--- src/mvm_pkg.sv ---
`default_nettype none

package mvm_pkg;

    // ------------------------------
    // Sizes
    // ------------------------------

    localparam int num_cores    = 8;   // One matrix row per core.
    localparam int num_cols     = 128;
    localparam int col_w        = 7;
    localparam int pair_w       = 6;   // Column address without its parity bit.
    localparam int row_w        = 3;
    localparam int data_w       = 32;
    localparam int drain_cycles = 3;   // MAC pipeline depth behind the last exec cycle.

    // ------------------------------
    // Stream words
    // ------------------------------

    // One matrix write covers two neighbouring columns of a row.
    typedef struct packed {
        logic [row_w-1:0]    row;
        logic [pair_w-1:0]   pair;
        logic [2*data_w-1:0] data;   // Column 2*pair low, column 2*pair+1 high.
    } mat_word_t;

    typedef struct packed {
        logic [col_w-1:0]  addr;
        logic [data_w-1:0] data;
    } vec_word_t;

    // Broadcast from the sequencer and the vector buffer to every core.
    typedef struct packed {
        logic              init;        // Clears the accumulators.
        logic              exec;        // One column of the dot product.
        logic              out_period;  // Shift the result chain by one core.
        logic              update;      // Show the fresh sums on the chain.
        logic [col_w-1:0]  addr;
        logic [data_w-1:0] src;         // Vector element one cycle behind addr.
    } exec_bus_t;

    // ------------------------------
    // Sequencer
    // ------------------------------

    typedef enum logic [2:0] {
        idle,
        clear,
        run,
        drain,
        shift
    } seq_state_t;

endpackage

`default_nettype wire

--- src/mvm_operand_store.sv ---
`default_nettype none

module mvm_operand_store (
    input  wire logic                               clk,
    input  wire logic                               rst,

    input  wire mvm_pkg::mat_word_t                 mat_in,
    input  wire logic                               mat_valid,
    output logic                                    mat_ready,

    input  wire mvm_pkg::vec_word_t                 vec_in,
    input  wire logic                               vec_valid,
    output logic                                    vec_ready,

    input  wire logic                               busy,
    input  wire logic [mvm_pkg::col_w-1:0]          rd_addr,
    output logic      [mvm_pkg::data_w-1:0]         rd_data,

    output logic      [mvm_pkg::num_cores-1:0]      mat_v,
    output logic      [mvm_pkg::pair_w-1:0]         mat_a,
    output logic      [2*mvm_pkg::data_w-1:0]       mat_d
);

    logic                          mat_fire;
    logic                          vec_fire;
    logic [mvm_pkg::num_cores-1:0] row_dec;

    logic [mvm_pkg::data_w-1:0] vec_mem [0:mvm_pkg::num_cols-1];

    // ------------------------------
    // Load handshakes
    // ------------------------------

    assign mat_ready = !busy;  // Loads are closed for the whole run.
    assign vec_ready = !busy;

    assign mat_fire = mat_valid && mat_ready;
    assign vec_fire = vec_valid && vec_ready;

    // ------------------------------
    // Matrix write decode
    // ------------------------------

    always_comb begin
        row_dec = '0;
        row_dec[mat_in.row] = 1'b1;
    end

    always_ff @(posedge clk) begin
        if (rst) begin
            mat_v <= '0;
        end else if (mat_fire) begin
            mat_v <= row_dec;
        end else begin
            mat_v <= '0;
        end
    end

    always_ff @(posedge clk) begin
        if (mat_fire) begin
            mat_a <= mat_in.pair;
            mat_d <= mat_in.data;
        end
    end

    // ------------------------------
    // Vector buffer
    // ------------------------------

    always_ff @(posedge clk) begin
        if (vec_fire) begin
            vec_mem[vec_in.addr] <= vec_in.data;
        end
    end

    // Registered read lines the element up with the core's bank read.
    always_ff @(posedge clk) begin
        rd_data <= vec_mem[rd_addr];
    end

    // ------------------------------
    // Checks
    // ------------------------------

    a_mat_v_onehot : assert property (
        @(posedge clk) disable iff (rst)
        $onehot0(mat_v)
    );

    // A strobe may trail into the clear cycle, but never into the run itself.
    a_no_write_in_run : assert property (
        @(posedge clk) disable iff (rst)
        (mat_v != '0) |-> !$past(busy)
    );

endmodule

`default_nettype wire

--- config.mk ---
export PLATFORM = sky130hd
export DESIGN_NAME = mvm_operand_store
export DESIGN_NICKNAME = d
export VERILOG_FILES = /design/src/mvm_pkg.sv /design/src/mvm_operand_store.sv
export SDC_FILE = /design/constraint.sdc
export NUM_CORES = 2
export LEC_CHECK = 0
export BUFFER_PORTS_ARGS = -buffer_cell sky130_fd_sc_hd__buf_2
export CAP_MARGIN = 15
export CORE_MARGIN = 4
export CORE_UTILIZATION = 45
export CTS_CLUSTER_DIAMETER = 120
export CTS_CLUSTER_SIZE = 40
export DETAILED_ROUTE_END_ITERATION = 10
export GPL_ROUTABILITY_DRIVEN = 1
export HOLD_SLACK_MARGIN = 0.08
export PLACE_DENSITY = 0.67
export SLEW_MARGIN = 20
export SYNTH_ARGS = -nofsm -noshare
export SYNTH_HDL_FRONTEND = slang
export SYNTH_SLANG_ARGS = --single-unit
--- constraint.sdc ---
create_clock -name clk -period 3.8 [get_ports clk]
set_input_delay 0.19 -clock clk [delete_from_list [all_inputs] [get_ports clk]]
set_output_delay 0.19 -clock clk [all_outputs]
set_load 0.02 [all_outputs]
Word-level counts from Yosys, hierarchy flattened
Memory sizes are Yosys's and may differ from the RTL's. A register that Yosys moved wholly into a read port is not among the register bits.
Cells that the tools add are included.
{"block": "word_totals", "n_memories": 1, "output_inout_bits": 112, "ram_bits": 4096, "wordCells": 16, "regBits": 78, "input_bits": 124}
{"memory": "vec_mem", "depth": 128, "word_bits": 32, "rd": 1, "rd_ports_with_merged_regs": 1, "wr": 1, "line": "mvm_operand_store.sv:28", "text": "logic [mvm_pkg::data_w-1:0] vec_mem [0:mvm_pkg::num_cols-1];"}
{"block": "classes", "bitwise_logic": 1, "n_reduce_logical": 5, "mux": 4, "n_lt_le_gt_ge": 2}
{"operator": "less-than comparator 3 x 4 -> 1 bit (second input constant)", "count": 1}
{"operator": "demux 1 bit (select 3 bit)", "count": 1}
{"operator": "greater-or-equal comparator 3 x 1 -> 1 bit (second input constant)", "count": 1}
{"operator": "logical AND 1 bit", "count": 3}
{"operator": "two-way mux 1 bit", "count": 3}
{"operator": "OR reduction 2 bit", "count": 1}
{"operator": "zero test 1 bit", "count": 1}
{"operator": "NOT 1 bit", "count": 1}

Longest topological paths before layout
{"block": "logic_depth", "word_depth": 4, "depth_mapped": 8, "mapped_depth_nobuf": 4}

Least setup slack after synthesis
Ideal clock, no wire load.
{"block": "synth_path", "path_type": "in2reg", "start": "input vec_in[34] in the netlist's numbering", "end": "memory vec_mem[109][0] in the netlist's numbering (enable)", "setup_time_ns": 0.421, "path_slack_ns": 0.710, "t_required_ns": 3.379, "stages": 5, "path_buffers": 2, "t_arrival_ns": 2.668, "path_cell_list": "clkbuf_1 -> nand3b_1 -> or3b_2 -> clkbuf_1 -> nor2_1"}
{"element": "start: declaration", "line": "mvm_operand_store.sv:11", "text": "input wire mvm_pkg::vec_word_t vec_in,"}
{"element": "end: declaration", "line": "mvm_operand_store.sv:28"}
Straight into the memory's write port.

==> flow_summary_export.csv <==
group,metric,value,unit
power,total_power,76200,µW
sta,final.period_utilization,0.796,
synthesis,syn_area_per_cell,26.1,µm²
drt,dr.pass1.iters,6,
setup_path,worstSetupStartpointType,"flop",
die,die_width,602,µm
placement,gpl.final_weighted_congestion,0.877,
synthesis,yosys.cell_types.count,20,
setup_path,cp.buffers_inverters,1,
drt,drt-total-wl,420000,µm
clocking,clk_pin_slew,0.14,ns
setup_path,cp_common_cell,"sky130_fd_sc_hd__mux4_2",
die,placeableCoreArea,350000,µm²
die,initial_utilization,0.453,
setup_path,critPathMaxStageDelay,0.60,ns
synthesis,synthArstFlopShare,0,
sta,final_max_slew_viol_count,0,
power,cell_leakage_power,0.0527,µW
global_routing,grt_first_pass_wirelength,582000,µm
global_routing,track_usage,0.229,
cells_and_area,finish.net_count,6834,
clocking,cts-root-buf,"sky130_fd_sc_hd__clkbuf_16",
power,vdd_ir_drop_max,0.443,mV
drt,via_count,72842,
clocking,clk_latency,1.00,ns
global_routing,first_global_vias,71392,
status,run_status,"complete, no violations",
sta,final.setup_skew,0.141,ns
synthesis,synth_most_common_cell,"sky130_fd_sc_hd__edfxtp_1",
die,placementRows,217,
synthesis,number_of_enable_type_register_cells_in_the_synthesized_netlist,4166,
drt,routed_via_density,6.36,
setup_path,worst_setup_path_end_kind,"flop",
die,boundaryPins,236,
setup_path,crit_fanout,1,
drt,routed_wire_length_per_instance,36.7,µm
clocking,max-clock-path-buffers,4,
synthesis,syn_inst,6085,
synthesis,synth_top_flop_cell,"sky130_fd_sc_hd__edfxtp_1",
clocking,clkSinkCount,4206,
clocking,cts_tree,"done",
sta,tightestPinTransition,1.17,ns
synthesis,synth_seq_cells,4206,
cells_and_area,area_growth_synth_to_finish,10.7,%
drt,antenna_left,0,
drt,drt_first_iter_violations,11989,
setup_path,setup.worst_path.class,"flop to flop",
synthesis,netlist_top_cells_area,"sky130_fd_sc_hd__edfxtp_1, sky130_fd_sc_hd__mux4_2, sky130_fd_sc_hd__dfxtp_1",
setup_path,timing.critical_path.max_delay_family,"multiplexers",
sta,timing.final.setup_violations,0,
synthesis,netlist.area_leader.share,0.789,
synthesis,mappedNetlistNets,6209,
global_routing,grt_max_degree,129,
synthesis,synth.yosys.warnings,0,
cells_and_area,ratio_of_cells_with_drive_above_1_in_the_final_layout,0.334,
sta,post-route-worst-setup-slack,0.776,ns
sta,fmax,331,MHz
sta,final.min_clock_period,3.02,ns
synthesis,syn-cell-area,159000,µm²
die,dieArea,362000,µm²
placement,placement.io_buffers,235,
global_routing,number_of_antenna_violations_at_the_first_check_in_global_routing,65,
setup_path,critical_path_arrival,3.93,ns
sta,hold_viol_final,0,
clocking,postCtsSetupBuffers,0,
clocking,clock_tree.htree_level_count,3,
setup_path,worstPathCellList,"mux4_2, mux4_2, mux4_2, mux2_2, dlygate4sd3_1",
sta,rsz_0062_raised_after_global_routing,"no",
clocking,cts_made_buffers,123,
run,maxCapViolCount,0,
global_routing,gr-total-overflow,0,
synthesis,synth.largest_area_cell,"sky130_fd_sc_hd__edfxtp_1",
synthesis,synth_seq_area_share,0.794,
setup_path,critPathRequiredTime,4.71,ns
setup_path,cp_slowest_cell,"sky130_fd_sc_hd__mux4_2",
hold_path,hp-class,"input port to flop",
die,chip_height,602,µm
drt,drc,0,
placement,dp.final_hpwl,243000,µm
power,power.density,434,nW/µm²
clocking,cts.repair.resized,0,
synthesis,yosys-top-cells-count,"sky130_fd_sc_hd__edfxtp_1, sky130_fd_sc_hd__mux4_2, sky130_fd_sc_hd__clkbuf_1, sky130_fd_sc_hd__nor2_1, sky130_fd_sc_hd__buf_2",
sta,slew-limit-headroom,0.220,
sta,fin_setup_tns,0,ns
placement,post-place-ws,0.378,ns
-- path summary, 6_finish.rpt --
| check | startpoint | end | slack, ns | depth (start not counted) |
|---|---|---|---|---|
| setup / recovery | vec_mem[28][9]$_DFFE_PP_ | rd_data[9]$_DFF_P_ | 0.78 | 5 |
| hold / removal | rst | mat_v[5]$_SDFF_PP0_ | 0.17 | 5 |
| setup reg to reg | vec_mem[28][9]$_DFFE_PP_ | rd_data[9]$_DFF_P_ | 0.78 | 5 |
| hold reg to reg | vec_mem[80][13]$_DFFE_PP_ | rd_data[13]$_DFF_P_ | 1.14 | 4 |
-- cell families (layout without fill, tap and decap cells) --
group,after synthesis,after routing,share of synthesized area
buffers and inverters,320,1034,0.00838
flip-flops,4206,4206,0.794
multiplexers,1376,1376,0.193
other,0,57,0
AND/OR/NAND/NOR,183,183,0.00487
-- report_power, final --
group	leakage, µW	internal [µW]	switching [µW]
combinational	0.0131	2130	3230
clock	0.00175	6490	13000
sequential	0.0378	51100	253
-- timing repair --
item | in CTS | in global routing
hold buffers | 197 | 0
hold endpoints to repair | 2936 | 0
endpoints found under the setup margin | 0 | 0
-- state kept, by name, indices dropped and copies added, names as in the netlist --
signal	cells
vec_mem	4096
mat_d	64
rd_data	32
mat_v	8
mat_a	6
-- cells in the final DEF (no fill, tap or decap), drive strengths merged --
cell type,n
mux4,1344
nand2,12
edfxtp,4166
nor3,2
nand3b,4
or3b,5
nor2b,5
clkinvlp,1
dfxtp,40
nor2,138
mux2,32
clkbuf,199
nand3,9
or3,2
inv,10
dlygate4sd3,197
nand2b,3
diode,57
clkinv,6
buf,619
bufinv,2
nand4,3
-- cell type report --
type	instances	area, µm²
multi-input cells	1559	32400
well taps	4599	5750
repair buffers	816	7750
flip-flops and latches	4206	126000
fillers	26684	175000
diodes	57	143
clock buffers	199	3380
inverters	4	15.0
clock inverters	15	304
-- through the flow --
| stage | area [µm²] | cells | hold slack [ns] | util |
|---|---|---|---|---|
| after floorplan | 159000 | 6085 | 0.267 | - |
| after global placement | 170000 | 10985 | 0.369 | 0.485 |
| after detailed placement | 170000 | 10985 | 0.369 | 0.485 |
| after CTS | 175000 | 11396 | 0.0851 | 0.501 |
| after global routing | 176000 | 11431 | 0.155 | 0.501 |
| final | 176000 | 11455 | 0.175 | 0.501 |
-- worst reg2reg max path: cells and delay by family, from the launching register on --
family / cells / cell delay [ns]
flip-flops: 1 / 0.41
buffers and inverters: 1 / 0.55
multiplexers: 4 / 1.98
-- routing by layer --
layer	wire, µm	up-vias	track usage	share of wire
met4	17700	30	0.0799	0.042
met5	190	-	0	0.00045
li1	-	27735	-	-
met3	42900	536	0.0390	0.10
met2	201000	4266	0.363	0.48
met1	159000	40275	0.326	0.38
Power figures use the tool's default switching activity.
