### src/mvm_pkg.sv
`default_nettype none

package mvm_pkg;

    // ------------------------------
    // Sizes
    // ------------------------------

    localparam int num_cores    = 8;   // One matrix row per core.
    localparam int num_cols     = 128;
    localparam int col_w        = 7;
    localparam int pair_w       = 6;   // Column address without its parity bit.
    localparam int row_w        = 3;
    localparam int data_w       = 32;
    localparam int drain_cycles = 3;   // MAC pipeline depth behind the last exec cycle.

    // ------------------------------
    // Stream words
    // ------------------------------

    // One matrix write covers two neighbouring columns of a row.
    typedef struct packed {
        logic [row_w-1:0]    row;
        logic [pair_w-1:0]   pair;
        logic [2*data_w-1:0] data;   // Column 2*pair low, column 2*pair+1 high.
    } mat_word_t;

    typedef struct packed {
        logic [col_w-1:0]  addr;
        logic [data_w-1:0] data;
    } vec_word_t;

    // Broadcast from the sequencer and the vector buffer to every core.
    typedef struct packed {
        logic              init;        // Clears the accumulators.
        logic              exec;        // One column of the dot product.
        logic              out_period;  // Shift the result chain by one core.
        logic              update;      // Show the fresh sums on the chain.
        logic [col_w-1:0]  addr;
        logic [data_w-1:0] src;         // Vector element one cycle behind addr.
    } exec_bus_t;

    // ------------------------------
    // Sequencer
    // ------------------------------

    typedef enum logic [2:0] {
        idle,
        clear,
        run,
        drain,
        shift
    } seq_state_t;

endpackage

`default_nettype wire

### src/mvm_core.sv
`default_nettype none

module mvm_core (
    input  wire logic                            clk,
    input  wire logic                            mat_v,
    input  wire logic [mvm_pkg::pair_w-1:0]      mat_a,
    input  wire logic [2*mvm_pkg::data_w-1:0]    mat_d,
    input  wire mvm_pkg::exec_bus_t              bus,
    input  wire logic [mvm_pkg::data_w-1:0]      acc_next,
    output logic      [mvm_pkg::data_w-1:0]      acc
);

    // ------------------------------
    // Row storage
    // ------------------------------

    logic [mvm_pkg::data_w-1:0] bank_even [0:2**mvm_pkg::pair_w-1];
    logic [mvm_pkg::data_w-1:0] bank_odd  [0:2**mvm_pkg::pair_w-1];

    logic [mvm_pkg::data_w-1:0] mat_q;     // Matrix element one cycle after exec.
    logic [mvm_pkg::data_w-1:0] m_q;
    logic [mvm_pkg::data_w-1:0] s_q;
    logic [mvm_pkg::data_w-1:0] acc_left;  // Running dot product.
    logic [mvm_pkg::data_w-1:0] acc_right; // Result shift chain link.

    logic init_d1;
    logic init_d2;
    logic exec_d1;
    logic exec_d2;

    always_ff @(posedge clk) begin
        if (mat_v) begin
            bank_even[mat_a] <= mat_d[mvm_pkg::data_w-1:0];
            bank_odd[mat_a]  <= mat_d[2*mvm_pkg::data_w-1:mvm_pkg::data_w];
        end
    end

    // Column parity selects the bank.
    always_ff @(posedge clk) begin
        if (bus.exec) begin
            if (bus.addr[0]) begin
                mat_q <= bank_odd[bus.addr[mvm_pkg::col_w-1:1]];
            end else begin
                mat_q <= bank_even[bus.addr[mvm_pkg::col_w-1:1]];
            end
        end
    end

    // ------------------------------
    // Multiply-accumulate pipeline
    // ------------------------------

    always_ff @(posedge clk) begin
        init_d1 <= bus.init;
        init_d2 <= init_d1;
        exec_d1 <= bus.exec;
        exec_d2 <= exec_d1;
    end

    // Operand register keeps the multiplier off the bank read path.
    always_ff @(posedge clk) begin
        if (exec_d1) begin
            m_q <= mat_q;
            s_q <= bus.src;
        end
    end

    always_ff @(posedge clk) begin
        if (init_d2) begin
            acc_left <= '0;
        end else if (exec_d2) begin
            acc_left <= acc_left + m_q * s_q;  // Wraps at 32 bits.
        end
    end

    // ------------------------------
    // Result chain
    // ------------------------------

    always_ff @(posedge clk) begin
        if (bus.out_period) begin
            acc_right <= acc_next;
        end
    end

    always_comb begin
        if (bus.update) begin
            acc = acc_left;
        end else begin
            acc = acc_right;
        end
    end

    // The sequencer keeps clear and execute in separate cycles, so a clear never
    // lands on top of a pending product.
    a_init_exec_excl : assert property (@(posedge clk) !(bus.init && bus.exec));

endmodule

`default_nettype wire

### config.mk
export PLATFORM = sky130hd
export DESIGN_NAME = mvm_core
export DESIGN_NICKNAME = d
export VERILOG_FILES = /design/src/mvm_pkg.sv /design/src/mvm_core.sv
export SDC_FILE = /design/constraint.sdc
export NUM_CORES = 2
export LEC_CHECK = 0
export ABC_CLOCK_PERIOD_IN_PS = 8900
export BUFFER_PORTS_ARGS = -buffer_cell sky130_fd_sc_hd__buf_2
export CAP_MARGIN = 5
export CORE_MARGIN = 5
export CORE_UTILIZATION = 63
export CTS_CLUSTER_DIAMETER = 150
export DETAILED_ROUTE_END_ITERATION = 8
export PLACE_DENSITY = 0.79
export SETUP_SLACK_MARGIN = 0.1
export SLEW_MARGIN = 20
export SYNTH_ARGS = -nofsm -noshare
export SYNTH_HDL_FRONTEND = slang
export SYNTH_SLANG_ARGS = --single-unit
### constraint.sdc
create_clock -name clk -period 8.9 [get_ports clk]
set_input_delay 0.445 -clock clk [delete_from_list [all_inputs] [get_ports clk]]
set_output_delay 0.445 -clock clk [all_outputs]
set_load 0.01 [all_outputs]
# Word-level counts from Yosys, hierarchy flattened
# Memory sizes are Yosys's and may differ from the RTL's.
# Cells that the tools add are included.
[word_totals]
mem_count = 2
mem_bits_rw = 4096
regBits = 164
inputBits = 147
[memory_table]
columns = ["memory", "depth", "word_bits", "read_ports", "rd_clocked_by_memory_dff", "wr", "line", "source"]
rows = [
  ["bank_even", 64, 32, 1, 0, 1, "mvm_core.sv:17", "logic [mvm_pkg::data_w-1:0] bank_even [0:2**mvm_pkg::pair_w-1];"],
  ["bank_odd", 64, 32, 1, 0, 1, "mvm_core.sv:18", "logic [mvm_pkg::data_w-1:0] bank_odd [0:2**mvm_pkg::pair_w-1];"],
]
[classes]
add_sub_neg = 1
muxes = 4
multipliers = 1
[ops]
columns = ["cell", "count"]
rows = [
  ["$mux W32", 2],
  ["$add A32 B32 Y32", 1],
  ["$mul A32 B32 Y32", 1],
  ["$mux W1", 2],
]

# Logic depth before layout (Yosys ltp)
[logic_depth]
depth_word = 2
mapped_depth = 28
ltp_nobuf = 27

# Worst setup path after synthesis
# No wires, ideal clock.
[synth_timing]
path_type = "reg-to-reg"
start = "reg m_q[13] (netlist name)"
end = "reg acc_left[29] (netlist name)"
synth_period_minus_slack_ps = 6979
path_slack_ps = 1921
setup_time_ps = 117
arrival_time_ps = 6862
stages_incl_launch_ff = 25
cell_sequence = "edfxtp_1 -> clkbuf_1 -> clkbuf_1 -> and2_1 -> fa_1 -> fa_1 -> fa_1 -> inv_1 -> fa_1 -> inv_1 -> fa_1 -> fa_1 -> fa_1 -> inv_1 -> fa_1 -> inv_1 -> ha_1 -> or3_1 -> o211ai_1 -> o31ai_1 -> a211oi_1 -> o21bai_1 -> and2_1 -> o311a_1 -> a32o_1"
[synth_between]
elab_chain_len = 2
[synth_rtl]
columns = ["element", "line", "source"]
rows = [
  ["start: declaration", "mvm_core.sv:21", "logic [mvm_pkg::data_w-1:0] m_q;"],
  ["start signal: assignment", "mvm_core.sv:63", "m_q <= mat_q;"],
  ["$mul A32 B32 Y32", "mvm_core.sv:72", "acc_left <= acc_left + m_q * s_q;"],
  ["$add A32 B32 Y32", "mvm_core.sv:72", ""],
  ["end signal: assignment", "mvm_core.sv:72", ""],
  ["end: declaration", "mvm_core.sv:23", "logic [mvm_pkg::data_w-1:0] acc_left;"],
]
# No other way between the ends.
# A chain may end at the register's enable or synchronous reset.

# Worst setup path after layout
[layout_timing]
start = "reg s_q[2] (netlist name)"
end = "reg acc_left[29] (netlist name)"
[layout_between]
elab_chain_len = 2
[layout_rtl]
columns = ["element", "line", "source"]
rows = [
  ["start: declaration", "mvm_core.sv:22", "logic [mvm_pkg::data_w-1:0] s_q;"],
  ["start signal: assignment", "mvm_core.sv:64", "s_q <= bus.src;"],
  ["$mul A32 B32 Y32", "mvm_core.sv:72", ""],
  ["$add A32 B32 Y32", "mvm_core.sv:72", ""],
]
# No other way between the ends.

==> results.sh <==
export IMPL_status="completed"
export IMPL_use_met3_pct=10.2
export IMPL_setup_violations_final=0
export IMPL_gp_congestion=0.876
export IMPL_port_buffers=178
export IMPL_grt_pass1_wl_um=763000
export IMPL_crit_chain="nand2_1 > fa_1 > fa_1 > inv_1 > fa_1 > fa_1 > ha_1 > ha_1 > inv_1 > fa_1 > fa_1 > inv_1 > ha_1 > a21oi_1 > o211ai_1 > a311oi_1 > buf_4 > o31ai_1 > a211oi_1 > o21bai_1 > and2_1 > o311a_1 > a32o_1"
export IMPL_drv_slew=0
export IMPL_drcViolationCount=0
export IMPL_num_rows=194
export IMPL_fin_ws_ns=1.11
export IMPL_grt_most_used_layer="met2"
export IMPL_maxCapViolCount=0
export IMPL_synth_edf_count=4224
export IMPL_setup_tns_ns=0
export IMPL_cts_num_sinks=4260
export IMPL_viasPerCell=7.40
export IMPL_drt_wl_total_um=545000
export IMPL_clk_latency_ns=1.03
export IMPL_first_iter_violations=17200
export IMPL_rsz0062_at_grt="no"
export IMPL_start_kind="register"
export IMPL_post_dp_hpwl_um=258000
export IMPL_cts_buffers_inserted=408
export IMPL_die_area_um2=292000
export IMPL_endpoint_kind="register"
export IMPL_firstDrtPassIters=6
export IMPL_crit_required_ns=9.74
export IMPL_cpMostUsedCell="fa_1"
export IMPL_yosys_warnings=0
export IMPL_clk_pin_slew_ns=0.07
export IMPL_wire_per_inst_um=43.3
export IMPL_grt_max_degree=141
export IMPL_cts_tree="done"
export IMPL_tightest_slew_ns=1.26
export IMPL_final_nets=9203
export IMPL_track_usage_pct=37.6
export IMPL_synth_area_per_cell_um2=22.1
export IMPL_peakVddDrop_mv=2.04
export IMPL_grt_util_met2_pct=58.4
export IMPL_cp_max_fo=30
export IMPL_finalHoldViolCount=0
export IMPL_ff_latch_area_um2=128000
export IMPL_cts_setup_buffers=0
export IMPL_crit_type="reg -> reg"
export IMPL_arrival_ns=8.63
export IMPL_period_minus_slack_ns=7.79
export IMPL_vias=93100
export IMPL_async_flop_share_pct=0
export IMPL_ctsLongestPathBuffers=4
export IMPL_final_common_cell="edfxtp_1"
export IMPL_place_ws_ns=1.29
export IMPL_cts_max_level=5
export IMPL_post_cts_resized=0
export IMPL_root_buffer="clkbuf_16"
export IMPL_die_x_um=541
export IMPL_crit_slowest_cell="edfxtp_1"
export IMPL_period_share_pct=87.5
export IMPL_fp_dieH_um=541
export IMPL_multiInputGateArea_um2=46700
export IMPL_syn_area_um2=177000
export IMPL_grt_pass1_vias=95800
export IMPL_power_density_nw_per_um2=335
export IMPL_final_cell_mix="edfxtp_1, mux4_2, inv_1"
export IMPL_io_pins=179
export IMPL_hp_class="in -> reg"
export IMPL_grt_antenna_before_repair=50
export IMPL_slew_limit_headroom_pct=16.0
export IMPL_finClkSkew_ns=0.116
export IMPL_netlist_instances=8017
export IMPL_synth_seq_cells=4260
export IMPL_cpPeakStageDelay_ns=1.09
export IMPL_drive_gt1_share_pct=27.7
export IMPL_fillers=14600
export IMPL_area_growth_pct=11.7
export IMPL_p_leak_nw=65.0
export IMPL_synthFlopType="edfxtp_1"
export IMPL_initial_utilization_pct=63.4
export IMPL_seq_area_frac_synth_pct=71.9
export IMPL_synth_fp_nets=8726
export IMPL_grt_use_met1_pct=49.9
export IMPL_core_um2=280000
export IMPL_synth_cell_types=45
export IMPL_grt_overflow_total=0
export IMPL_max_freq_ghz=0.128
export IMPL_drtAntennaViolNets=0
[sequential cells by signal (all words and copies together) (netlist names)]
name	cells
acc_left	32
acc_right	32
bank_even	2048
bank_odd	2048
exec_d1	1
exec_d2	1
init_d1	1
init_d2	1
m_q	32
mat_q	32
s_q	32
[logic make-up (layout without fill, tap and decap cells)]
kind of cell / after synthesis / after routing / synth area share, %
buf+inv: 905 / 1718 / 2.00
compound gates: 85 / 85 / 0.305
mux: 1431 / 1431 / 17.6
simple gates: 691 / 691 / 1.93
other cells: 0 / 33 / 0
flops: 4260 / 4260 / 71.9
xor+xnor: 83 / 83 / 0.418
fa+ha+maj: 562 / 562 / 5.82
[metrics by stage]
stage                     cells  total power [mW]  util (%)  hold slack [ns]  area, um^2
after floorplan            8017              42.3         -            0.310      177000
after global placement    11700              48.1      65.6            0.314      183000
after detailed placement  11700              48.6      65.6            0.317      184000
after CTS                 12500              66.3      70.6           0.0564      197000
after global routing      12600              70.3      70.7           0.0231      198000
final                     12600              66.4      70.8           0.0192      198000
[final cells by class]
type,count,share of cell area [%]
clock buffers,482,5.36
inverters,500,0.948
repair buffers,472,1.96
diodes,33,0.0417
multi-input cells,2852,23.6
clock inverters,264,1.33
well taps,3724,2.35
flip-flops and latches,4260,64.4
[timing repair]
| action | 4_1_cts | 5_1_grt |
|---|---|---|
| hold buffers | 65 | 12 |
| setup endpoints to repair | 0 | 0 |
| endpoints found under the hold margin | 65 | 122 |
[final timing paths]
check	from	endpoint	slack [ns]	depth (start not counted)
max	s_q[2]	acc_left[29]	1.11	23
min	mat_d[40]	bank_odd[26][8]	0.02	1
max reg2reg	s_q[2]	acc_left[29]	1.11	23
min reg2reg	init_d1	init_d2	0.33	0
[cells in the mapped netlist, drive strengths merged (61+ instances only)]
master  number  area share (%)
and2       298             1.1
edfxtp    4224              72
fa         438             4.9
xnor2       61            0.30
nor2       105            0.22
buf        135            0.37
mux4      1344              17
nand2      250            0.53
clkbuf     270            0.57
inv        499             1.1
ha         124            0.87
mux2        64            0.41
[critical path: cells and delay by family, from the launching register on]
kind / cells / cell delay (ns)
compound gates: 8 / 1.86
simple gates: 2 / 0.42
fa+ha+maj: 9 / 3.92
flops: 1 / 1.09
buf+inv: 4 / 0.37
[layer usage]
metal / part of all wire (%) / vias to the layer above
met3: 15 / 2075
met1: 31 / 48100
met4: 6.8 / 32
met2: 47 / 9643
li1: - / 33300
met5: 0.038 / -
[power breakdown]
part	total (mW)	leakage (nW)	switching (mW)	internal, mW
clock network	18.0	6.45	8.22	9.74
registers	22.6	38.4	0.239	22.4
logic	25.8	20.2	14.8	11.1
(Power assumes the default switching activity.)
