<file path="src/mvm_pkg.sv">
`default_nettype none

package mvm_pkg;

    // ------------------------------
    // Sizes
    // ------------------------------

    localparam int num_cores    = 8;   // One matrix row per core.
    localparam int num_cols     = 128;
    localparam int col_w        = 7;
    localparam int pair_w       = 6;   // Column address without its parity bit.
    localparam int row_w        = 3;
    localparam int data_w       = 32;
    localparam int drain_cycles = 3;   // MAC pipeline depth behind the last exec cycle.

    // ------------------------------
    // Stream words
    // ------------------------------

    // One matrix write covers two neighbouring columns of a row.
    typedef struct packed {
        logic [row_w-1:0]    row;
        logic [pair_w-1:0]   pair;
        logic [2*data_w-1:0] data;   // Column 2*pair low, column 2*pair+1 high.
    } mat_word_t;

    typedef struct packed {
        logic [col_w-1:0]  addr;
        logic [data_w-1:0] data;
    } vec_word_t;

    // Broadcast from the sequencer and the vector buffer to every core.
    typedef struct packed {
        logic              init;        // Clears the accumulators.
        logic              exec;        // One column of the dot product.
        logic              out_period;  // Shift the result chain by one core.
        logic              update;      // Show the fresh sums on the chain.
        logic [col_w-1:0]  addr;
        logic [data_w-1:0] src;         // Vector element one cycle behind addr.
    } exec_bus_t;

    // ------------------------------
    // Sequencer
    // ------------------------------

    typedef enum logic [2:0] {
        idle,
        clear,
        run,
        drain,
        shift
    } seq_state_t;

endpackage

`default_nettype wire

</file>
<file path="src/mvm_sequencer.sv">
`default_nettype none

module mvm_sequencer (
    input  wire logic        clk,
    input  wire logic        rst,

    input  wire logic        start_valid,
    output logic             start_ready,

    output logic             res_valid,
    input  wire logic        res_ready,

    output logic             busy,
    output mvm_pkg::exec_bus_t bus
);

    mvm_pkg::seq_state_t state;
    mvm_pkg::seq_state_t state_next;

    logic [mvm_pkg::col_w-1:0] col_cnt;
    logic [1:0]                drain_cnt;
    logic [mvm_pkg::row_w-1:0] beat_cnt;

    logic start_fire;
    logic res_fire;

    assign start_fire = start_valid && start_ready;
    assign res_fire   = res_valid && res_ready;

    // ------------------------------
    // State machine
    // ------------------------------

    always_comb begin
        state_next = state;
        case (state)
            mvm_pkg::idle: begin
                if (start_fire) begin
                    state_next = mvm_pkg::clear;
                end
            end
            mvm_pkg::clear: begin
                state_next = mvm_pkg::run;
            end
            mvm_pkg::run: begin
                if (col_cnt == mvm_pkg::num_cols - 1) begin
                    state_next = mvm_pkg::drain;
                end
            end
            mvm_pkg::drain: begin
                if (drain_cnt == mvm_pkg::drain_cycles - 1) begin
                    state_next = mvm_pkg::shift;
                end
            end
            mvm_pkg::shift: begin
                if (res_fire && beat_cnt == mvm_pkg::num_cores - 1) begin
                    state_next = mvm_pkg::idle;
                end
            end
            default: begin
                state_next = mvm_pkg::idle;
            end
        endcase
    end

    always_ff @(posedge clk) begin
        if (rst) begin
            state     <= mvm_pkg::idle;
            col_cnt   <= '0;
            drain_cnt <= '0;
            beat_cnt  <= '0;
        end else begin
            state <= state_next;

            if (state == mvm_pkg::run) begin
                col_cnt <= col_cnt + 1'b1;
            end else begin
                col_cnt <= '0;
            end

            if (state == mvm_pkg::drain) begin
                drain_cnt <= drain_cnt + 1'b1;
            end else begin
                drain_cnt <= '0;
            end

            if (state != mvm_pkg::shift) begin
                beat_cnt <= '0;
            end else if (res_fire) begin
                beat_cnt <= beat_cnt + 1'b1;  // Row now at core 0.
            end
        end
    end

    // ------------------------------
    // Outputs
    // ------------------------------

    assign start_ready = (state == mvm_pkg::idle);
    assign busy        = (state != mvm_pkg::idle);
    assign res_valid   = (state == mvm_pkg::shift);

    always_comb begin
        bus            = '0;
        bus.init       = (state == mvm_pkg::clear);
        bus.exec       = (state == mvm_pkg::run);
        bus.addr       = col_cnt;
        bus.update     = (state == mvm_pkg::shift) && (beat_cnt == '0);  // First beat only.
        bus.out_period = res_fire;
    end

    // ------------------------------
    // Checks
    // ------------------------------

    a_res_hold : assert property (
        @(posedge clk) disable iff (rst)
        res_valid && !res_ready |=> res_valid
    );

    // Clear, 128 columns and the drain put the first result 133 cycles out.
    a_first_result : assert property (
        @(posedge clk) disable iff (rst)
        start_fire |=> !res_valid [*132] ##1 res_valid
    );

endmodule

`default_nettype wire

</file>
<file path="config.mk">
export PLATFORM = sky130hd
export DESIGN_NAME = mvm_sequencer
export DESIGN_NICKNAME = d
export VERILOG_FILES = /design/src/mvm_pkg.sv /design/src/mvm_sequencer.sv
export SDC_FILE = /design/constraint.sdc
export NUM_CORES = 1
export LEC_CHECK = 0
export BUFFER_PORTS_ARGS = -buffer_cell sky130_fd_sc_hd__buf_4
export CORE_ASPECT_RATIO = 1.1
export CORE_UTILIZATION = 25
export DETAILED_ROUTE_END_ITERATION = 7
export GPL_ROUTABILITY_DRIVEN = 1
export GPL_TIMING_DRIVEN = 0
export HOLD_SLACK_MARGIN = 0.06
export REMOVE_ABC_BUFFERS = 1
export SETUP_SLACK_MARGIN = 0.2
export SLEW_MARGIN = 0
export SYNTH_ARGS = -nofsm -noshare
export SYNTH_HDL_FRONTEND = slang
export SYNTH_SLANG_ARGS = --single-unit
</file>
<file path="constraint.sdc">
create_clock -name clk -period 3.9 [get_ports clk]
set_input_delay 0.39 -clock clk [delete_from_list [all_inputs] [get_ports clk]]
set_output_delay 0.39 -clock clk [all_outputs]
set_load 0.02 [all_outputs]
</file>
==> Yosys cells after proc, flatten, opt, wreduce, memory -nomap -nowiden <==
Index checks and enable logic that the tools add are counted.
{ "totals": {"out_inout_bits": 46, "wordCells": 37, "ff_bits": 15, "inputBits": 4} }
{ "classes": {"reduce_logical": 11, "add_sub_neg": 3, "bitwise_logic": 2, "n_mux": 5, "eq_ne": 12} }
{ "op_table": {"columns": ["op", "n"], "rows": [
  ["3-bit one-hot mux with 5 select lines", 1],
  ["3-bit 2-to-1 mux", 4],
  ["7-bit by 1-bit adder with 7-bit output (second input constant)", 1],
  ["7-bit equality test (second input constant)", 1],
  ["3-bit by 2-bit equality test with 1-bit output (second input constant)", 2],
  ["3-bit equality test (second input constant)", 2],
  ["3-bit logical NOT", 2],
  ["2-bit by 1-bit inequality test with 1-bit output (second input constant)", 3],
  ["2-bit OR reduction", 3],
  ["1-bit logical AND", 4],
  ["4-bit AND reduction", 1],
  ["3-bit by 1-bit adder with 3-bit output (second input constant)", 1],
  ["3-bit by 1-bit equality test with 1-bit output (second input constant)", 1],
  ["3-bit inequality test (second input constant)", 1],
  ["3-bit nonzero test", 1],
  ["2-bit by 1-bit adder with 2-bit output (second input constant)", 1],
  ["2-bit equality test (second input constant)", 1],
  ["2-bit inequality test (second input constant)", 1],
  ["1-bit inverter", 2]
]} }

==> Longest topological paths before layout <==
Gate-level depths: netlist of run 1.
{ "depth": {"depth_word": 5, "depth_mapped": 6, "depth_no_buf": 5} }

==> Worst setup path after synthesis of run 1 <==
No wires, ideal clock.
{ "synth_path": {"path_kind": "register to output", "startpoint": "reg state[1]", "endpoint": "out bus[39] (netlist bit)", "path_stages_with_launch": 5, "path_buffers": 1, "path_slack_ps": 2248, "required_time_ps": 3510, "t_arrival_ps": 1262, "cell_sequence": "dfxtp_1 > clkbuf_2 > nor2_1 > nand2_1 > nor3b_1"} }
{ "synth_lines": {"columns": ["item", "line", "source"], "rows": [
  ["start: declaration", "mvm_sequencer.sv:17", "mvm_pkg::seq_state_t state;"],
  ["start signal: assignment", "mvm_sequencer.sv:68", "state <= mvm_pkg::idle;"],
  ["start signal: assignment", "mvm_sequencer.sv:73", "state <= state_next;"],
  ["end: declaration", "mvm_sequencer.sv:14", "output mvm_pkg::exec_bus_t bus"]
]} }

==> reports/metrics.csv, run 1 <==
metric;value;unit
hold endpoint;beat_cnt[0];
synth unique cells;34;
routed length per instance;7.74;um
CTS Sinks;15;
Max Freq;543;MHz
Yosys reg bits;15;
worst hold path class;in2reg;
GRT Util Overall;6.96;%
Worst Path Required;3510;ps
unrepaired setup endpoints after global routing;false;
vias per std cell;3.76;
global route total overflow;0;
clock buffer depth;2;
setup ws final;2060;ps
xor/xnor cell area share of the yosys netlist;3.52;%
Top Layer Used;met3;
metal2 WL;602;um
Max Cap Viol;0;
cell area after synthesis;996;um^2
Max FO, Critical Path;11;
status;finished clean;
number of synthesized flops with an enable pin;0;
Setup CP Type;reg2out;
final wirelength;1.37;mm
Cell Area, Placed;1020;um^2
yosys warns;0;
metal3 WL;115;um
Post-Syn Instances;113;
H-tree levels;1;
CORE AREA;3740;um^2
Async SR Flop Fraction;0;%
CTS Hold Bufs;0;
Row Count;23;
crit share post-route;47.2;%
Reg2Reg Launch Point;state[1];
Layout Nets;137;
non-filler instance count after layout;177;
DP Cell Count;173;
clk slew on worst S/H paths;60;ps
Final Cell Area;1060;um^2
ys flop type;dfxtp_1;
Hold Vio Cnt, Final;0;
leakage power;0.478;nW
DIE WIDTH;62.2;um
largest net degree at the start of global routing;12;
hold path start;rst;
initial antenna violation count;0;
largest family of logic cells by synthesized area;buffers and inverters;
Avg Cell Area, Syn;8.81;um^2
reg-to-reg setup timing slack;2630;ps
post-DP HPWL;1.06;mm
Ports;50;
Setup crit start kind;register;
Place WS;2340;ps
DR iter-0 viols;20;
post-synthesis sequential area ratio;30.2;%
share of cells above drive strength 1;22.8;%
count of final setup violators;0;
Power Dens Cells;321;nW/um^2
R2R depth;2;
Critical Path Sink Type;primary output;
Post-CTS Repair Setup Buffers;0;
number of CTS-inserted buffers;3;
Adder-Cell Fraction of Synth Area;6.28;%
CTS tree;done;
via count of the routed design;665;
clk_skew;3.72;ps
met1 WL;653;um
Synth-to-Final Area Change;6.66;%
Worst R2R End;col_cnt[5];
first-pass GRT wire length;2.26;mm
I/O Buffers;17;
Hold Path Stages;2;
initial core utilization;26.6;%
Final Max Tran Viols;0;
clk root buf;clkbuf_8;
CP Data Arrival Time;1450;ps
FILL cells;407;
post-synthesis mux area share;2.01;%
clk_lat worst skew;240;ps
Synth Area in Compound Gates;5.90;%
simple-gate portion of the synthesized area;21.2;%
Pre-Repair DR Iteration Count;4;
Antenna Nets Post-Route;0;
final worst path period need;1840;ps
Placer Congestion;0.750;
DRC Markers;0;
CTS resizes;0;
vias in the first global route;501;
diodes inserted;0;
Peak VDD IR;185;uV
die area;4240;um^2
chip height;68.2;um
Setup Total Neg Slack;0;ps
## cell families after synthesis
group | Yosys count
AO/OA/AOI/OAI | 8
XOR/XNOR | 4
adder cells (fa/ha/maj) | 5
buffers and inverters | 43
flip-flops | 15
multiplexers | 2
other | 1
AND/OR/NAND/NOR | 35
## cell usage after synthesis (2+ instances only)
library cell   n  area (um^2)
buf_4         33          248
nor2_1         5         18.8
nand2_1        5         18.8
mux2i_1        2         20.0
dfxtp_1       15          300
a21oi_2        2         17.5
o21ai_0        3         15.0
nor3_1         3         15.0
xnor2_1        2         17.5
buf_6          2         22.5
xor2_1         2         17.5
nor4b_1        2         17.5
and2_1         2         12.5
buf_2          2         10.0
ha_1           5         62.6
nor2_2         2         12.5
nor3b_1        2         15.0
inv_1          5         18.8
or3_1          2         12.5
nand3_1        3         15.0
## sequential cells by signal, summed over array words and instances, names as in the netlist
signal,flops
drain_cnt,2
state,3
col_cnt,7
beat_cnt,3
## power by group
part | internal (mW) | leakage [nW] | switching [mW]
Sequential | 0.156 | 0.121 | 0.00441
Combinational | 0.0141 | 0.334 | 0.0433
Clock | 0.0722 | 0.0228 | 0.0517
## metrics by stage
stage	power, mW	utilization [%]	hold WS (ps)
2_1_floorplan	0.206	-	392
3_3_place_gp	0.221	27.2	402
3_5_place_dp	0.221	27.2	407
4_1_cts	0.346	28.4	385
5_1_grt	0.363	28.4	390
6_report	0.341	28.4	394
## routing by layer
layer / vias up / GRT usage, %
met2: 36 / 10.4
met4: 0 / 1.74
li1: 333 / -
met1: 296 / 8.83
met5: - / 0
met3: 0 / 3.50
## critical path, stage by stage, from the launching register on
cell	delay, ps
dfxtp_1	500
nor2_1	120
nand2_1	180
inv_1	100
and2_1	160
buf_4	150
## how the worst max path moves through the flow
stage / cells past startpoint / slack [ps] / start / endpoint
finish: 5 / 2060 / state[1] / bus[40]
global route: 4 / 1900 / state[0] / bus[39]
CTS: 5 / 2060 / state[1] / bus[40]
detailed placement: 5 / 2340 / state[1] / bus[40]
global placement: 4 / 2320 / state[1] / bus[39]
floorplan: 3 / 2310 / state[0] / bus[39]
## layout make-up
class	count	area, um^2	area share (%)
well taps	50	62.6	5.89
multi-input cells	86	508	47.8
flip-flops and latches	15	300	28.3
repair buffers	17	128	12.0
inverters	5	18.8	1.77
clock buffers	4	45.0	4.24
## placed cells by master, fill, tap and decap left out, types with 3 or more instances in the layout
cell type / count
nand2_1: 5
o21ai_0: 3
nor2_1: 5
nand3_1: 3
inv_1: 5
conb_1: 32
buf_4: 17
ha_1: 5
dfxtp_1: 15
nor3_1: 3
clkbuf_8: 3
Power figures use the tool's default switching activity.
==> inputs of run 2 (changes only) <==
==> constraint.sdc (replaced) <==
create_clock -name clk -period 1.6 [get_ports clk]
set_input_delay 0.16 -clock clk [delete_from_list [all_inputs] [get_ports clk]]
set_output_delay 0.16 -clock clk [all_outputs]
set_load 0.02 [all_outputs]
==> run 2 against run 1 <==
Against the previous run:
- routed wire length increased by 8.5%
- combinational power increased to 2.8 times the previous value
- critical path depth is 1 lower
- non-clock buffer count up 4
- first-iteration DRC count is 15% lower
- largest power group unchanged
- highest routed layer unchanged
==> reports/metrics.csv, run 2 (synthesized netlist as in run 1, its figures left out) <==
metric;value;unit
Hold Vio Cnt, Final;0;
sequential share of power;45.8;%
I/O Buffers;17;
vias in the first global route;524;
Psw;0.248;mW
share of cells above drive strength 1;31.3;%
Slowest cell on crit path;dfxtp_4;
Setup Total Neg Slack;0;ps
post-DP HPWL;1.06;mm
first-pass GRT wire length;2.39;mm
Biggest register;col_cnt;
Worst Path Required;1440;ps
hold path start;rst;
DIE WIDTH;62.2;um
via count of the routed design;694;
worst hold path class;in2reg;
Max Cap Viol;0;
DRC Markers;0;
CORE AREA;3740;um^2
count of final setup violators;0;
Largest register FFs;7;
final design utilization;30.5;%
final worst path period need;1340;ps
CTS Hold Bufs;0;
number of CTS-inserted buffers;3;
global route total overflow;0;
Switching Share;29.2;%
Synth-to-Final Area Change;14.6;%
Row Count;23;
Critical Path, Cell by Cell;nor2_4, nand2_4, nor3b_4, buf_6;
Layout Nets;141;
Setup crit start kind;register;
non-filler instance count after layout;181;
initial antenna violation count;0;
crit-path leading delay family;simple AND/OR/NAND/NOR gates;
most common cell after layout, fill and taps aside;conb_1;
Final Cell Area;1140;um^2
diodes inserted;0;
clk_skew;3.59;ps
leakage power;0.511;nW
unrepaired setup endpoints after global routing;false;
FILL cells;403;
reg-to-reg setup timing slack;310;ps
Reg2Reg Launch Point;state[2];
DP Cell Count;173;
Hold Path Stages;2;
clock share of power;35.5;%
GRT Util Overall;7.39;%
clk root buf;clkbuf_8;
Setup CP Type;reg2out;
most frequent cells in the layout;conb_1, buf_4, dfxtp_1, ha_1;
top flop regs;col_cnt: 7 flops, beat_cnt: 3 flops, state: 3 flops;
Ports;50;
Peak VDD IR;467;uV
initial core utilization;26.6;%
Power Dens Cells;744;nW/um^2
hold endpoint;state[2];
vias per std cell;3.83;
Placer Congestion;0.750;
clock buffer depth;2;
Max FO, Critical Path;8;
cell-internal power;0.601;mW
DR iter-0 viols;17;
CTS Sinks;15;
largest net degree at the start of global routing;12;
R2R depth;3;
Total Power;0.849;mW
final wirelength;1.49;mm
Max Freq;748;MHz
Critical Path Sink Type;primary output;
Antenna Nets Post-Route;0;
Logic pwr share;18.7;%
Worst R2R End;col_cnt[5];
clk_lat worst skew;240;ps
chip height;68.2;um
Pre-Repair DR Iteration Count;4;
H-tree levels;1;
Final Max Tran Viols;0;
worst path bufs/invs;1;
routed length per instance;8.22;um
Cell Area, Placed;1020;um^2
die area;4240;um^2
CP max stage delay;370;ps
clk slew on worst S/H paths;60;ps
crit share post-route;83.5;%
status;finished clean;
CP Data Arrival Time;1180;ps
CTS tree;done;
-- run 2: changes by cell type in the layout (fill, tap and decap cells not counted), moves of 2 or more --
cell	previous run	this run
inv_2	0	2
buf_4	17	19
dfxtp_4	0	3
dfxtp_1	15	12
buf_6	0	2
inv_1	5	3
-- run 2: what timing repair did --
action	in CTS	in global routing
setup endpoints to repair	6	3
pin swaps	0	3
gates resized for setup	9	8
setup buffers	0	4
-- run 2: layout make-up --
| cell class | instances | area (um^2) | share of cell area (%) |
|---|---|---|---|
| Inverter | 5 | 18.8 | 1.64 |
| Multi-Input combinational cell | 86 | 538 | 47.1 |
| Timing Repair Buffer | 21 | 165 | 14.5 |
| Sequential cell | 15 | 312 | 27.3 |
| Tap cell | 50 | 62.6 | 5.48 |
| Clock buffer | 4 | 45.0 | 3.95 |
-- run 2: through the flow --
step,hold WS [ps],worst slack [ps]
CTS,146,183
floorplan,232,238
global route,156,202
global placement,402,248
detailed placement,407,271
finish,152,264
-- run 2: worst max path at each step --
| stage | startpoint | endpoint | slack (ps) | cells after the start |
|---|---|---|---|---|
| after global routing | state[1] | bus[39] | 200 | 4 |
| after floorplan | state[0] | bus[39] | 240 | 3 |
| after CTS | state[1] | bus[40] | 180 | 5 |
| after global placement | state[1] | bus[39] | 250 | 4 |
| final | state[1] | bus[39] | 260 | 4 |
| after detailed placement | state[1] | bus[40] | 270 | 5 |
-- run 2: per-layer routing --
metal	routed length [um]	track usage, %	vias up
met5	0	0	-
met4	0	1.74	0
met3	123	3.50	0
met2	703	12.1	36
met1	660	8.83	317
li1	-	-	341
-- run 2: power by group through the flow --
stage / Sequential, mW / Clock, mW / Combinational [mW]
finish: 0.389 / 0.301 / 0.159
CTS: 0.391 / 0.314 / 0.144
global route: 0.390 / 0.340 / 0.170
floorplan: 0.397 / 0 / 0.105
global placement: 0.398 / 0 / 0.139
detailed placement: 0.398 / 0 / 0.140
==> inputs of run 3 (changes only) <==
==> constraint.sdc (replaced) <==
create_clock -name clk -period 1.2 [get_ports clk]
set_input_delay 0.12 -clock clk [delete_from_list [all_inputs] [get_ports clk]]
set_output_delay 0.12 -clock clk [all_outputs]
set_load 0.02 [all_outputs]
==> run 3 against run 2 <==
Against the previous run:
- the flow now finishes with violations (setup timing)
- core utilization increased by 8.2 points
- clock power up 33%
- register-to-register slack got worse by 390 ps
- critical path type unchanged
- largest power group unchanged
==> reports/metrics.csv, run 3 (synthesized netlist as in run 1, its figures left out) <==
metric;value;unit
status;finished, violations left;
failing checks;setup timing;
crit share post-route;108;%
Cell Area, Placed;1020;um^2
CP Data Arrival Time;1180;ps
Max Freq;770;MHz
DIE WIDTH;62.2;um
Antenna Nets Post-Route;0;
Max Cap Viol;0;
via count of the routed design;773;
Critical Path Sink Type;primary output;
top flop regs;col_cnt: 7 flops, beat_cnt: 3 flops, state: 3 flops;
DR iter-0 viols;13;
final worst path period need;1300;ps
vias per std cell;3.94;
Logic pwr share;23.6;%
count of final setup violators;11;
Max FO, Critical Path;6;
clock buffer depth;2;
GRT Util Overall;9.86;%
GR met3 Demand/Resource;3.50;%
sequential share of power;43.2;%
cell-internal power;0.847;mW
diodes inserted;0;
FILL cells;380;
Biggest register;col_cnt;
Row Count;23;
initial core utilization;26.6;%
chip height;68.2;um
clock share of power;33.2;%
I/O Buffers;17;
die area;4240;um^2
global route total overflow;0;
CTS Hold Bufs;0;
clk slew on worst S/H paths;60;ps
Power Dens Cells;833;nW/um^2
global route hottest layer;met2;
final wirelength;1.96;mm
routed length per instance;9.98;um
Final Cell Area;1450;um^2
initial antenna violation count;0;
CTS Sinks;15;
setup ws final;-99.2;ps
Setup crit start kind;register;
Setup Total Neg Slack;-755;ps
final design utilization;38.7;%
leakage power;0.615;nW
Placer Congestion;0.750;
clk root buf;clkbuf_8;
Hold Vio Cnt, Final;0;
M1 GR Usage;11.1;%
Layout Nets;156;
Largest register FFs;7;
unrepaired setup endpoints after global routing;true;
Pre-Repair DR Iteration Count;3;
Worst Path Required;1080;ps
Ports;50;
most common cell after layout, fill and taps aside;conb_1;
non-filler instance count after layout;196;
clk_lat worst skew;240;ps
Peak VDD IR;605;uV
Switching Share;29.7;%
first-pass GRT wire length;3.22;mm
clk_skew;3.35;ps
Setup CP Type;reg2out;
Psw;0.357;mW
share of cells above drive strength 1;52.7;%
H-tree levels;1;
DP Cell Count;173;
CORE AREA;3740;um^2
vias in the first global route;666;
Synth-to-Final Area Change;45.2;%
Final Max Tran Viols;0;
largest net degree at the start of global routing;11;
number of CTS-inserted buffers;3;
CTS tree;done;
Place WS;-88.5;ps
DRC Markers;0;
most frequent cells in the layout;conb_1, buf_4, buf_6, dfxtp_1, dfxtp_2;
met2 GRT Util;18.3;%
worst hold path class;in2reg;
post-DP HPWL;1.06;mm
-- run 3: final timing paths --
kind	startpoint	endpoint	slack (ps)	cells after the start
setup / recovery	state[2]	start_ready	-100	3
hold / removal	start_valid	state[0]	150	3
setup reg to reg	state[2]	col_cnt[5]	-80	3
hold reg to reg	drain_cnt[0]	drain_cnt[0]	410	1
-- run 3: critical path, stage by stage, from the launching register on --
cell	delay, ps
dfxtp_4	370
or3_4	400
inv_2	60
buf_6	100
-- run 3: power groups by stage --
stage | Combinational [mW] | Clock (mW) | Sequential (mW)
final | 0.284 | 0.400 | 0.520
after floorplan | 0.140 | 0 | 0.529
after detailed placement | 0.187 | 0 | 0.531
after global placement | 0.186 | 0 | 0.531
after CTS | 0.261 | 0.419 | 0.518
after global routing | 0.304 | 0.453 | 0.521
-- run 3: per-stage QoR --
stage                     total power [mW]  hold WS, ps
final                                 1.20          153
after global routing                  1.28          163
after CTS                             1.20          120
after detailed placement             0.717          377
after global placement               0.717          378
after floorplan                      0.670          192
-- run 3: area by class of cell --
type                            instances  area [um^2]  area share (%)
Multi-Input combinational cell         86          657            45.4
Timing Repair Buffer                   36          343            23.7
Sequential cell                        15          318            22.0
Tap cell                               50         62.6            4.33
Clock buffer                            4         45.0            3.11
Inverter                                5         21.3            1.47
-- run 3: per-layer routing --
| metal | part of all wire, % | vias to the layer above |
|---|---|---|
| li1 | - | 371 |
| met1 | 40 | 366 |
| met2 | 53 | 36 |
| met3 | 6.2 | 0 |
| met4 | 0 | 0 |
| met5 | 0 | - |
-- run 3: what timing repair did --
item,in CTS,in global routing
endpoints found under the hold margin,0,0
pin swaps,15,10
endpoints found under the setup margin,19,22
resized for setup,43,15
setup buffers,15,4
gates cloned,0,0
